==> src/logic/fm_defs.svh <==
`ifndef FM_DEFS_SVH
`define FM_DEFS_SVH

// channel count, part 0 holds 0..2 and part 1 holds 4..6
`define FM_NUM_CH        6
`define FM_BUSY_LEN      32   // synth clock enables per data write
`define FM_TIMB_PRESCALE 16   // synth clock enables per timer B step

// global registers
`define FM_REG_CLKA1     8'h24
`define FM_REG_CLKA2     8'h25
`define FM_REG_CLKB      8'h26
`define FM_REG_TIMER     8'h27
`define FM_REG_KON       8'h28
`define FM_REG_CLK_N6    8'h2D
`define FM_REG_CLK_N3    8'h2E
`define FM_REG_CLK_N2    8'h2F

// channel rows, low 2 bits pick the channel within a part
`define FM_REG_FNUM_LO   8'hA0
`define FM_REG_FNUM_HI   8'hA4
`define FM_REG_ALG       8'hB0

`endif

==> src/logic/fm_pkg.sv <==
`default_nettype none

package fm_pkg;

    typedef logic [7:0]  data_t;    // host byte
    typedef logic [2:0]  ch_idx_t;  // {part, ch within part}, 3 and 7 unused
    typedef logic [10:0] fnum_t;
    typedef logic [2:0]  block_t;   // octave
    typedef logic [2:0]  alg_t;
    typedef logic [2:0]  fb_t;
    typedef logic [3:0]  op_mask_t; // one bit per operator
    typedef logic [1:0]  div_sel_t;
    typedef logic [9:0]  timer_a_t;
    typedef logic [7:0]  timer_b_t;

    // timer settings from register 24h..27h
    typedef struct packed {
        timer_a_t value_a;
        timer_b_t value_b;
        logic     load_a;
        logic     load_b;
        logic     irq_en_a;
        logic     irq_en_b;
        logic     clr_a;    // pulse
        logic     clr_b;    // pulse
    } timer_ctrl_t;

    // one channel update, pulses last a single clk
    typedef struct packed {
        logic       up_fnum;
        logic       up_alg;
        logic       up_keyon;
        ch_idx_t    ch;
        data_t      data;
        logic [5:0] fnum_hi;  // {block, fnum[10:8]} from A4h..A6h
    } ch_write_t;

    // settings of the channel being visited
    typedef struct packed {
        ch_idx_t  ch;
        fnum_t    fnum;
        block_t   block;
        alg_t     alg;
        fb_t      fb;
        op_mask_t keyon;
    } ch_state_t;

endpackage

`default_nettype wire

==> src/logic/fm_clk_div.sv <==
`timescale 1ns/1ns
`default_nettype none

module fm_clk_div (
    input  wire logic             clk,
    input  wire logic             rst,
    input  wire logic             cen,
    input  wire fm_pkg::div_sel_t div_sel,
    output logic                  clk_en
);

    logic [2:0] cnt;   // counts cen pulses
    logic [2:0] last;  // wrap value, ratio minus one

    // bit 1 wins, so 2'b11 after reset means divide by 6
    always_comb begin
        if (div_sel[1]) begin
            last = 3'd5;
        end else if (div_sel[0]) begin
            last = 3'd2;
        end else begin
            last = 3'd1;
        end
    end

    always_ff @(posedge clk) begin
        if (rst) begin
            cnt    <= '0;
            clk_en <= 1'b0;
        end else begin
            clk_en <= 1'b0;
            if (cen) begin
                // >= so a smaller ratio takes over at once
                if (cnt >= last) begin
                    cnt    <= '0;
                    clk_en <= 1'b1;  // one pulse per wrap
                end else begin
                    cnt <= cnt + 3'd1;
                end
            end
        end
    end

endmodule

`default_nettype wire

==> src/logic/fm_mmr.sv <==
`timescale 1ns/1ns
`default_nettype none
`include "fm_defs.svh"

module fm_mmr (
    input  wire logic                clk,
    input  wire logic                rst,
    input  wire fm_pkg::data_t       din,
    input  wire logic [1:0]          addr,
    input  wire logic                write,
    input  wire logic                clk_en,
    output logic                     busy,
    output fm_pkg::div_sel_t         div_sel,
    output fm_pkg::timer_ctrl_t      tctrl,
    output fm_pkg::ch_write_t        chw
);

    localparam int BUSY_W = $clog2(`FM_BUSY_LEN);
    localparam logic [BUSY_W-1:0] BUSY_LAST = BUSY_W'(`FM_BUSY_LEN - 1);

    fm_pkg::data_t     sel_reg;    // register picked by the last address write
    logic              part;       // addr[1] of that address write
    fm_pkg::data_t     row_base;   // sel_reg with channel bits cleared
    logic              row_ok;     // channel bits point at a real channel
    logic              data_wr;
    logic              data_wr_q;
    logic [BUSY_W-1:0] busy_cnt;

    assign row_base = {sel_reg[7:2], 2'b00};
    assign row_ok   = sel_reg[1:0] != 2'b11;
    assign data_wr  = write & addr[0];

    always_ff @(posedge clk) begin
        if (rst) begin
            sel_reg <= '0;
            part    <= 1'b0;
            div_sel <= 2'b11;  // divide by 6
            tctrl   <= '0;
            chw     <= '0;
        end else begin
            // channel pulses only live for one clk
            chw.up_fnum  <= 1'b0;
            chw.up_alg   <= 1'b0;
            chw.up_keyon <= 1'b0;
            if (write) begin
                if (!addr[0]) begin
                    sel_reg <= din;
                    part    <= addr[1];
                end else begin
                    chw.data <= din;
                    chw.ch   <= {part, sel_reg[1:0]};
                    case (sel_reg)
                        `FM_REG_CLKA1: tctrl.value_a[9:2] <= din;
                        `FM_REG_CLKA2: tctrl.value_a[1:0] <= din[1:0];
                        `FM_REG_CLKB:  tctrl.value_b      <= din;
                        `FM_REG_TIMER: begin
                            {tctrl.clr_b, tctrl.clr_a,
                             tctrl.irq_en_b, tctrl.irq_en_a,
                             tctrl.load_b, tctrl.load_a} <= din[5:0];
                        end
                        `FM_REG_KON: begin
                            chw.up_keyon <= 1'b1;
                            chw.ch       <= din[2:0];  // channel is in the data
                        end
                        // divider bits, N2 drops both
                        `FM_REG_CLK_N6: div_sel[1] <= 1'b1;
                        `FM_REG_CLK_N3: div_sel[0] <= 1'b1;
                        `FM_REG_CLK_N2: div_sel    <= 2'b00;
                        default: ;
                    endcase
                    if (row_ok) begin
                        case (row_base)
                            `FM_REG_FNUM_LO: chw.up_fnum <= 1'b1;
                            // a single high latch shared by all channels
                            `FM_REG_FNUM_HI: chw.fnum_hi <= din[5:0];
                            `FM_REG_ALG:     chw.up_alg  <= 1'b1;
                            default: ;
                        endcase
                    end
                end
            end else if (clk_en) begin
                tctrl.clr_a <= 1'b0;  // flag clear is a pulse
                tctrl.clr_b <= 1'b0;
            end
        end
    end

    // busy follows the rising edge of a data write
    always_ff @(posedge clk) begin
        if (rst) begin
            data_wr_q <= 1'b0;
            busy      <= 1'b0;
            busy_cnt  <= '0;
        end else begin
            data_wr_q <= data_wr;
            if (data_wr && !data_wr_q) begin
                busy     <= 1'b1;
                busy_cnt <= '0;
            end else if (busy && clk_en) begin
                busy_cnt <= busy_cnt + BUSY_W'(1);
                if (busy_cnt == BUSY_LAST) begin
                    busy <= 1'b0;  // 32 synth clocks later
                end
            end
        end
    end

endmodule

`default_nettype wire

==> src/logic/fm_timers.sv <==
`timescale 1ns/1ns
`default_nettype none
`include "fm_defs.svh"

module fm_timers (
    input  wire logic                clk,
    input  wire logic                rst,
    input  wire logic                clk_en,
    input  wire fm_pkg::timer_ctrl_t tctrl,
    output logic                     flag_a,
    output logic                     flag_b,
    output logic                     irq_n
);

    localparam int PRE_W = $clog2(`FM_TIMB_PRESCALE);
    localparam logic [PRE_W-1:0] PRE_LAST = PRE_W'(`FM_TIMB_PRESCALE - 1);

    fm_pkg::timer_a_t cnt_a;
    fm_pkg::timer_b_t cnt_b;
    logic [PRE_W-1:0] pre_b;   // timer B prescaler
    logic             tick_b;  // timer B step
    logic             ovf_a;
    logic             ovf_b;

    assign tick_b = clk_en && pre_b == PRE_LAST;
    assign ovf_a  = clk_en && tctrl.load_a && cnt_a == '1;
    assign ovf_b  = tick_b && tctrl.load_b && cnt_b == '1;

    always_ff @(posedge clk) begin
        if (rst) begin
            cnt_a  <= '0;
            cnt_b  <= '0;
            pre_b  <= '0;
            flag_a <= 1'b0;
            flag_b <= 1'b0;
        end else begin
            // stopped timers sit at their start value
            if (!tctrl.load_a) begin
                cnt_a <= tctrl.value_a;
            end else if (clk_en) begin
                cnt_a <= ovf_a ? tctrl.value_a : cnt_a + 10'd1;
            end
            if (!tctrl.load_b) begin
                cnt_b <= tctrl.value_b;
                pre_b <= '0;
            end else if (clk_en) begin
                pre_b <= pre_b + PRE_W'(1);  // wraps at the prescale length
                if (tick_b) begin
                    cnt_b <= ovf_b ? tctrl.value_b : cnt_b + 8'd1;
                end
            end
            // sticky flags, clear wins
            if (tctrl.clr_a) begin
                flag_a <= 1'b0;
            end else if (ovf_a && tctrl.irq_en_a) begin
                flag_a <= 1'b1;
            end
            if (tctrl.clr_b) begin
                flag_b <= 1'b0;
            end else if (ovf_b && tctrl.irq_en_b) begin
                flag_b <= 1'b1;
            end
        end
    end

    assign irq_n = ~(flag_a | flag_b);  // active low

endmodule

`default_nettype wire

==> src/logic/fm_reg_bank.sv <==
`timescale 1ns/1ns
`default_nettype none
`include "fm_defs.svh"

module fm_reg_bank (
    input  wire logic              clk,
    input  wire logic              rst,
    input  wire logic              clk_en,
    input  wire fm_pkg::ch_write_t chw,
    output fm_pkg::ch_state_t      ch_state,
    output logic                   ch_valid
);

    localparam int SLOT_W = $clog2(`FM_NUM_CH);

    fm_pkg::fnum_t    fnum_mem  [`FM_NUM_CH];
    fm_pkg::block_t   block_mem [`FM_NUM_CH];
    fm_pkg::alg_t     alg_mem   [`FM_NUM_CH];
    fm_pkg::fb_t      fb_mem    [`FM_NUM_CH];
    fm_pkg::op_mask_t kon_mem   [`FM_NUM_CH];

    fm_pkg::ch_idx_t   rot_ch;   // channel visited next
    logic [SLOT_W-1:0] wr_slot;
    logic [SLOT_W-1:0] rd_slot;
    logic              wr_ok;    // 3 and 7 have no slot

    // part 1 channels sit after the three of part 0
    function automatic logic [SLOT_W-1:0] slot_of(input fm_pkg::ch_idx_t ch);
        logic [SLOT_W-1:0] base;
        base = ch[2] ? SLOT_W'(3) : SLOT_W'(0);
        return base + SLOT_W'(ch[1:0]);
    endfunction

    assign wr_slot = slot_of(chw.ch);
    assign rd_slot = slot_of(rot_ch);
    assign wr_ok   = chw.ch[1:0] != 2'b11;

    // host side, stores on the pulse cycle
    always_ff @(posedge clk) begin
        if (rst) begin
            for (int i = 0; i < `FM_NUM_CH; i++) begin
                fnum_mem[i]  <= '0;
                block_mem[i] <= '0;
                alg_mem[i]   <= '0;
                fb_mem[i]    <= '0;
                kon_mem[i]   <= '0;
            end
        end else if (wr_ok) begin
            if (chw.up_fnum) begin
                fnum_mem[wr_slot]  <= {chw.fnum_hi[2:0], chw.data};
                block_mem[wr_slot] <= chw.fnum_hi[5:3];
            end
            if (chw.up_alg) begin
                fb_mem[wr_slot]  <= chw.data[5:3];
                alg_mem[wr_slot] <= chw.data[2:0];
            end
            if (chw.up_keyon) begin
                kon_mem[wr_slot] <= chw.data[7:4];  // one bit per operator
            end
        end
    end

    // synth side, one channel per clk_en
    always_ff @(posedge clk) begin
        if (rst) begin
            rot_ch   <= '0;
            ch_state <= '0;
            ch_valid <= 1'b0;
        end else begin
            ch_valid <= clk_en;
            if (clk_en) begin
                ch_state.ch    <= rot_ch;
                ch_state.fnum  <= fnum_mem[rd_slot];
                ch_state.block <= block_mem[rd_slot];
                ch_state.alg   <= alg_mem[rd_slot];
                ch_state.fb    <= fb_mem[rd_slot];
                ch_state.keyon <= kon_mem[rd_slot];
                // 0,1,2 then 4,5,6, skipping 3 and 7
                if (rot_ch[1:0] == 2'd2) begin
                    rot_ch <= {~rot_ch[2], 2'b00};
                end else begin
                    rot_ch <= rot_ch + 3'd1;
                end
            end
        end
    end

endmodule

`default_nettype wire

==> src/logic/fm_top.sv <==
`timescale 1ns/1ns
`default_nettype none

module fm_top (
    input  wire logic          clk,
    input  wire logic          rst,
    input  wire logic          cen,
    input  wire logic          write,
    input  wire logic [1:0]    addr,
    input  wire fm_pkg::data_t din,
    output logic               busy,
    output logic               irq_n,
    output logic               flag_a,
    output logic               flag_b,
    output logic               clk_en,
    output logic               ch_valid,
    output fm_pkg::ch_state_t  ch_state
);

    fm_pkg::div_sel_t    div_sel;
    fm_pkg::timer_ctrl_t tctrl;
    fm_pkg::ch_write_t   chw;

    // synth clock enable for the other blocks
    fm_clk_div u_clk_div (
        .clk     (clk),
        .rst     (rst),
        .cen     (cen),
        .div_sel (div_sel),
        .clk_en  (clk_en)
    );

    fm_mmr u_mmr (
        .clk     (clk),
        .rst     (rst),
        .din     (din),
        .addr    (addr),
        .write   (write),
        .clk_en  (clk_en),
        .busy    (busy),
        .div_sel (div_sel),
        .tctrl   (tctrl),
        .chw     (chw)
    );

    fm_timers u_timers (
        .clk    (clk),
        .rst    (rst),
        .clk_en (clk_en),
        .tctrl  (tctrl),
        .flag_a (flag_a),
        .flag_b (flag_b),
        .irq_n  (irq_n)
    );

    fm_reg_bank u_reg_bank (
        .clk      (clk),
        .rst      (rst),
        .clk_en   (clk_en),
        .chw      (chw),
        .ch_state (ch_state),
        .ch_valid (ch_valid)
    );

endmodule

`default_nettype wire

==> config.mk <==
export PLATFORM = sky130hd
export DESIGN_NAME = fm_top
export DESIGN_NICKNAME = d
export VERILOG_FILES = /design/src/logic/fm_pkg.sv /design/src/logic/fm_clk_div.sv /design/src/logic/fm_mmr.sv /design/src/logic/fm_timers.sv /design/src/logic/fm_reg_bank.sv /design/src/logic/fm_top.sv
export VERILOG_INCLUDE_DIRS = /design/src /design/src/logic
export SDC_FILE = /design/constraint.sdc
export NUM_CORES = 1
export LEC_CHECK = 0
export BUFFER_PORTS_ARGS = -buffer_cell sky130_fd_sc_hd__buf_2
export CAP_MARGIN = 25
export CORE_ASPECT_RATIO = 0.9
export CORE_MARGIN = 2
export CORE_UTILIZATION = 40
export CTS_CLUSTER_DIAMETER = 80
export DETAILED_ROUTE_END_ITERATION = 12
export GPL_TIMING_DRIVEN = 0
export SKIP_LAST_GASP = 1
export SLEW_MARGIN = 40
export SYNTH_ARGS = -nofsm -noshare
export SYNTH_HDL_FRONTEND = slang
export SYNTH_HIERARCHICAL = 1
export SYNTH_SLANG_ARGS = --single-unit
export TNS_END_PERCENT = 30
==> constraint.sdc <==
create_clock -name clk -period 3.52 [get_ports clk]
set_input_delay 0.352 -clock clk [delete_from_list [all_inputs] [get_ports clk]]
set_output_delay 0.352 -clock clk [all_outputs]
set_load 0.005 [all_outputs]
# == Word-level counts from Yosys, hierarchy flattened ==
# Memory sizes are Yosys's and may differ from the RTL's. A register that Yosys moved wholly into a read port is not among the register bits.
# Cells that the tools add are included.
# W data, S select, Z words.
# word_totals
reg_bits,97
ramBits,144
in_bits,14
elab_cells,172
mem_count,5
# classes
addsub,8
order_cmp,1
n_eq_ne,23
muxes,55
bitwise,9
n_reduce_logical,39
# memory_table
name,depth,word_bits,rd,rd_clocked_by_memory_dff,write_ports,line_no,rtl
u_reg_bank.fnum_mem,6,11,1,1,6,fm_reg_bank.sv:16,fm_pkg::fnum_t fnum_mem [`FM_NUM_CH];
u_reg_bank.kon_mem,6,4,1,1,6,fm_reg_bank.sv:20,fm_pkg::op_mask_t kon_mem [`FM_NUM_CH];
u_reg_bank.alg_mem,6,3,1,1,6,fm_reg_bank.sv:18,fm_pkg::alg_t alg_mem [`FM_NUM_CH];
u_reg_bank.block_mem,6,3,1,1,6,fm_reg_bank.sv:17,fm_pkg::block_t block_mem [`FM_NUM_CH];
u_reg_bank.fb_mem,6,3,1,1,6,fm_reg_bank.sv:19,fm_pkg::fb_t fb_mem [`FM_NUM_CH];
# ops
cell,n
$eq A8 B6 Y1 const B,8
$mux W3,11
$mux W8,4
$mux W10,3
$mux W1,25
$reduce_and A3 Y1,7
$eq A6 B6 Y1 const B,3
$mux W2,7
$reduce_or A3 Y1,4
$mux W11,1
$reduce_or A11 Y1,1
$add A10 B1 Y10 const B,1
$eq A10 B10 Y1 const B,1
$reduce_bool A2 Y1,5
$reduce_or A2 Y1,5
$logic_and A1 B1 Y1,9
$add A8 B1 Y8 const B,1
$eq A8 B8 Y1 const B,1
$mux W4,2
$ne A2 B2 Y1 const B,4
$reduce_and A2 Y1,4
$reduce_or A4 Y1,2
$not A1 Y1,7
$add A3 B1 Y3 const B,2
other kinds (13),17

# == Logic depth before layout (Yosys ltp) ==
# logic_depth
word_depth,8
depth_mapped,9

# == By module ==
# Netlist, hierarchy kept.
# modules_own_cells
module,instances,cells_per_inst,area_each_um2
fm_reg_bank,1,700,9562.9
fm_mmr,1,264,2536.2
fm_timers,1,183,1511.4
fm_clk_div,1,28,265.3

# == Least setup slack after synthesis ==
# No wires, ideal clock.
# synth_path
path_kind,reg-to-reg
from,register u_mmr/chw[14] (netlist name)
to,"memory u_reg_bank/block_mem[2][0] (netlist bit), enable pin"
setup_ps,388
t_arrival_ps,2502
t_required_ps,3132
setup_slack_ps,630
path_stages_with_launch,7
n_path_buf,2
path_cell_list,dfxtp_1 ha_1 fa_1 clkbuf_1 or3b_2 buf_2 o21bai_1
# synth_lines
element,line_no
"end, declared",fm_reg_bank.sv:17

==> summary.md <==
| Metric | Value |
|---|---|
| Cell count after synthesis | 1175 |
| Clock Skews | 0.0211 ns |
| GRT overflow | 0 |
| CTS tree | yes |
| # rows | 64 |
| Detailed Routing Iterations Pass 1 | 5 |
| Quantity of I/O buffers inserted on ports | 46 |
| Half-perimeter wire length after placement | 23300 um |
| DR DRC count | 0 |
| Most frequent cells in the layout | 192 x edfxtp_1, 181 x nor2_1, 120 x dfxtp_1, 87 x nand2_1, 86 x mux2i_1 |
| Routed wire length | 33200 um |
| RSZ-0062 raised after global routing | false |
| Slew HR | 43.7% |
| Async set-reset flop share out of synthesis | 0% |
| Top post-synthesis cells by area | edfxtp_1 42%, dfxtp_1 17%, mux2i_1 6.2% |
| Crit path launch type | flop |
| Max FFs per register | 88 |
| Largest regs | u_reg_bank/fnum_mem: 88 flops, u_reg_bank/kon_mem: 32 flops, u_reg_bank/ch_state: 27 flops |
| Initial antenna violation count | 0 |
| FF+latch area | 0.00819 mm^2 |
| R2R Path End | u_reg_bank/fnum_mem[2][3] |
| Period minus WS final | 2.99 ns |
| Routed len/inst | 19.0 um |
| Num ports | 47 |
| Ys Warns | 6 |
| Synth cell types | 75 |
| DIE HEIGHT | 181 um |
| Layout Nets | 1285 |
| Largest net degree at the start of global routing | 16 |
| Cell Pwr Density | 489 mW/mm^2 |
| Setup Fix Bufs, Post-CTS | 0 |
| Worst-Margin Slew | 0.845 ns |
| Largest area contributor in the netlist | edfxtp_1 |
| Antenna Violating Nets Remaining | 0 |
| Vias | 9271 |
| RePlAce Congestion | 0.779 |
| Leakage | 5.73 nW |
| Synthesized area | 0.0139 mm^2 |
| Vias in the first global route | 8887 |
| Crit. End Element | flop |
| Final core utilization | 46.3% |
| Synthesized area per cell | 11.8 um^2 |
| Initial Utilization | 40.7% |
| Fillers | 3201 |
| Setup TNS | 0 ns |
| Die width | 200 um |
| Clock Latency Late Sink | 0.54 ns |
| Crit share post-route | 85.0% |
| CP cell instances | ha_1 -> fa_1 -> clkbuf_1 -> or3b_2 -> buf_2 -> o21bai_2 |
| Reg2reg start | u_mmr/chw[16] |
| Post-DR vias/cell | 5.32 |
| Worst r2r path cells | 6 |
| ANT cells | 0 |
| CTS clk-pin slew, worst paths | 0.06 ns |
| Die area | 0.0362 mm^2 |
| Area delta synth->final | 13.8% |
| Cell area after layout | 0.0158 mm^2 |
| Cts repair resizes | 0 |
| Commonest non-fill, non-tap cell in the layout | edfxtp_1 |
| CP endpoint | u_reg_bank/fnum_mem[2][3] |
| Post-synth EDFFs | 192 |
| Worst path required time | 3.67 ns |
| Hold Fails Final Rpt | 0 |
| Max VDD drop | 282 uV |
| Share of the synthesized area in the top cell type | 41.6% |
| Core Region | 0.0341 mm^2 |
| Flop and latch count out of synthesis | 313 |
| CP Class | flop to flop |
| Area of the multi-input gates | 0.00512 mm^2 |
| Crit path launch | u_mmr/chw[16] |
| Status | completed |
| Starting DRT DRC Count | 662 |
| Depth of the CTS H-tree | 2 |
| Seq/Total Area, Yosys | 59.0% |
| Flop2flop setup slack | 0.53 ns |
| Worst-path maximum fanout | 14 |
| Maximum clock insertion buffer count | 3 |
| WP data arrival | 3.14 ns |
| CP max-delay cell | o21bai_2 |
| All-Layer GR Usage | 18.2% |
| Pins Over Slew Limit | 0 |
| Syn_nets | 1202 |
| Slowest cell delay on critical path | 0.62 ns |
| Layout cells sized above 1 | 17.3% |
| Clock sinks | 313 |
| Hold Path Class | primary input to flop |
| CTS Buf Count | 35 |
| Synth Flop Type | edfxtp_1 |
| CTS Root Cell | clkbuf_16 |
| Reg with most FFs | u_reg_bank/fnum_mem |
| Final setup fails | 0 |
| Cts hold-fix bufs | 0 |
| Max-Cap Viols | 0 |
| Cell area after placement | 0.0147 mm^2 |
| Hold path depth | 3 |
| Global-route wire length before repair | 51200 um |
| Maximum clock rate | 334 MHz |
-- metrics by stage --
step / setup slack (ns) / hold WS (ns) / power, mW / cells
2_1_floorplan: 0.630 / 0.398 / 4.25 / 1175
3_3_place_gp: 0.113 / 0.452 / 4.37 / 1683
3_5_place_dp: 0.524 / 0.457 / 4.38 / 1683
4_1_cts: 0.523 / 0.0539 / 7.82 / 1743
5_1_grt: 0.392 / 0.0669 / 8.00 / 1743
6_report: 0.528 / 0.0688 / 7.72 / 1743
-- routing by layer --
metal  wire length (um)  global-route usage [%]
met1              15500                    25.6
met2              15000                    29.0
met3               1940                    2.83
met4                744                    5.54
met5                  0                       0
-- worst min-delay path by stage --
| stage | from | endpoint | slack (ns) |
|---|---|---|---|
| floorplan | u_mmr/tctrl[0] | u_timers/flag_b | 0.40 |
| global placement | u_mmr/busy_cnt[4] | u_mmr/busy_cnt[4] | 0.45 |
| detailed placement | u_mmr/sel_reg[5] | u_mmr/sel_reg[5] | 0.46 |
| CTS | addr[1] | u_mmr/part | 0.05 |
| global route | addr[1] | u_mmr/part | 0.07 |
| finish | addr[1] | u_mmr/part | 0.07 |
-- cell families (layout without fill, tap and decap cells) --
group                      Yosys count  count (layout)  share of synthesized area (%)
buffers and inverters              110             216                           4.33
muxes                              134             134                           10.1
DFF                                313             313                           59.0
xor gates and xnor gates             6               6                          0.379
AOI/OAI and AO/OA                  181             181                           10.2
adders and majority gates           13              13                           1.28
and+or+nand+nor                    418             418                           14.8
-- power breakdown --
part	internal (mW)	switching (mW)	leakage (nW)
logic	0.104	0.227	2.27
registers	3.94	0.0301	2.93
clock network	1.96	1.47	0.529
total	6.00	1.72	5.73
-- synthesized netlist by cell type (10+ instances only) --
master and n:
a211oi_2 18, a21oi_1 32, a221o_1 18, buf_2 17, clkbuf_1 36, dfxtp_1 121
edfxtp_1 192, ha_1 11, inv_1 37, mux2_2 48, mux2i_1 86, nand2_1 87
nand2b_1 50, nand3_1 19, nor2_1 183, nor3_1 11, o21ai_0 10, o21bai_1 17
o22ai_1 22
-- layout make-up --
| class | instances | share of cell area [%] |
|---|---|---|
| repair buffers | 46 | 1.46 |
| flip-flops and latches | 313 | 51.9 |
| clock inverters | 15 | 0.650 |
| inverters | 37 | 0.880 |
| plain buffers | 73 | 2.92 |
| multi-input cells | 752 | 32.4 |
| clock buffers | 45 | 6.13 |
| well taps | 462 | 3.66 |
-- critical path: cells and delay by family (launching register included) --
family / cells / cell delay (ns)
AO/OA/AOI/OAI: 1 / 0.62
adder cells (fa/ha/maj): 2 / 0.67
buffers and inverters: 2 / 0.49
flip-flops: 1 / 0.35
AND/OR/NAND/NOR: 1 / 0.47
Power figures use the tool's default switching activity.
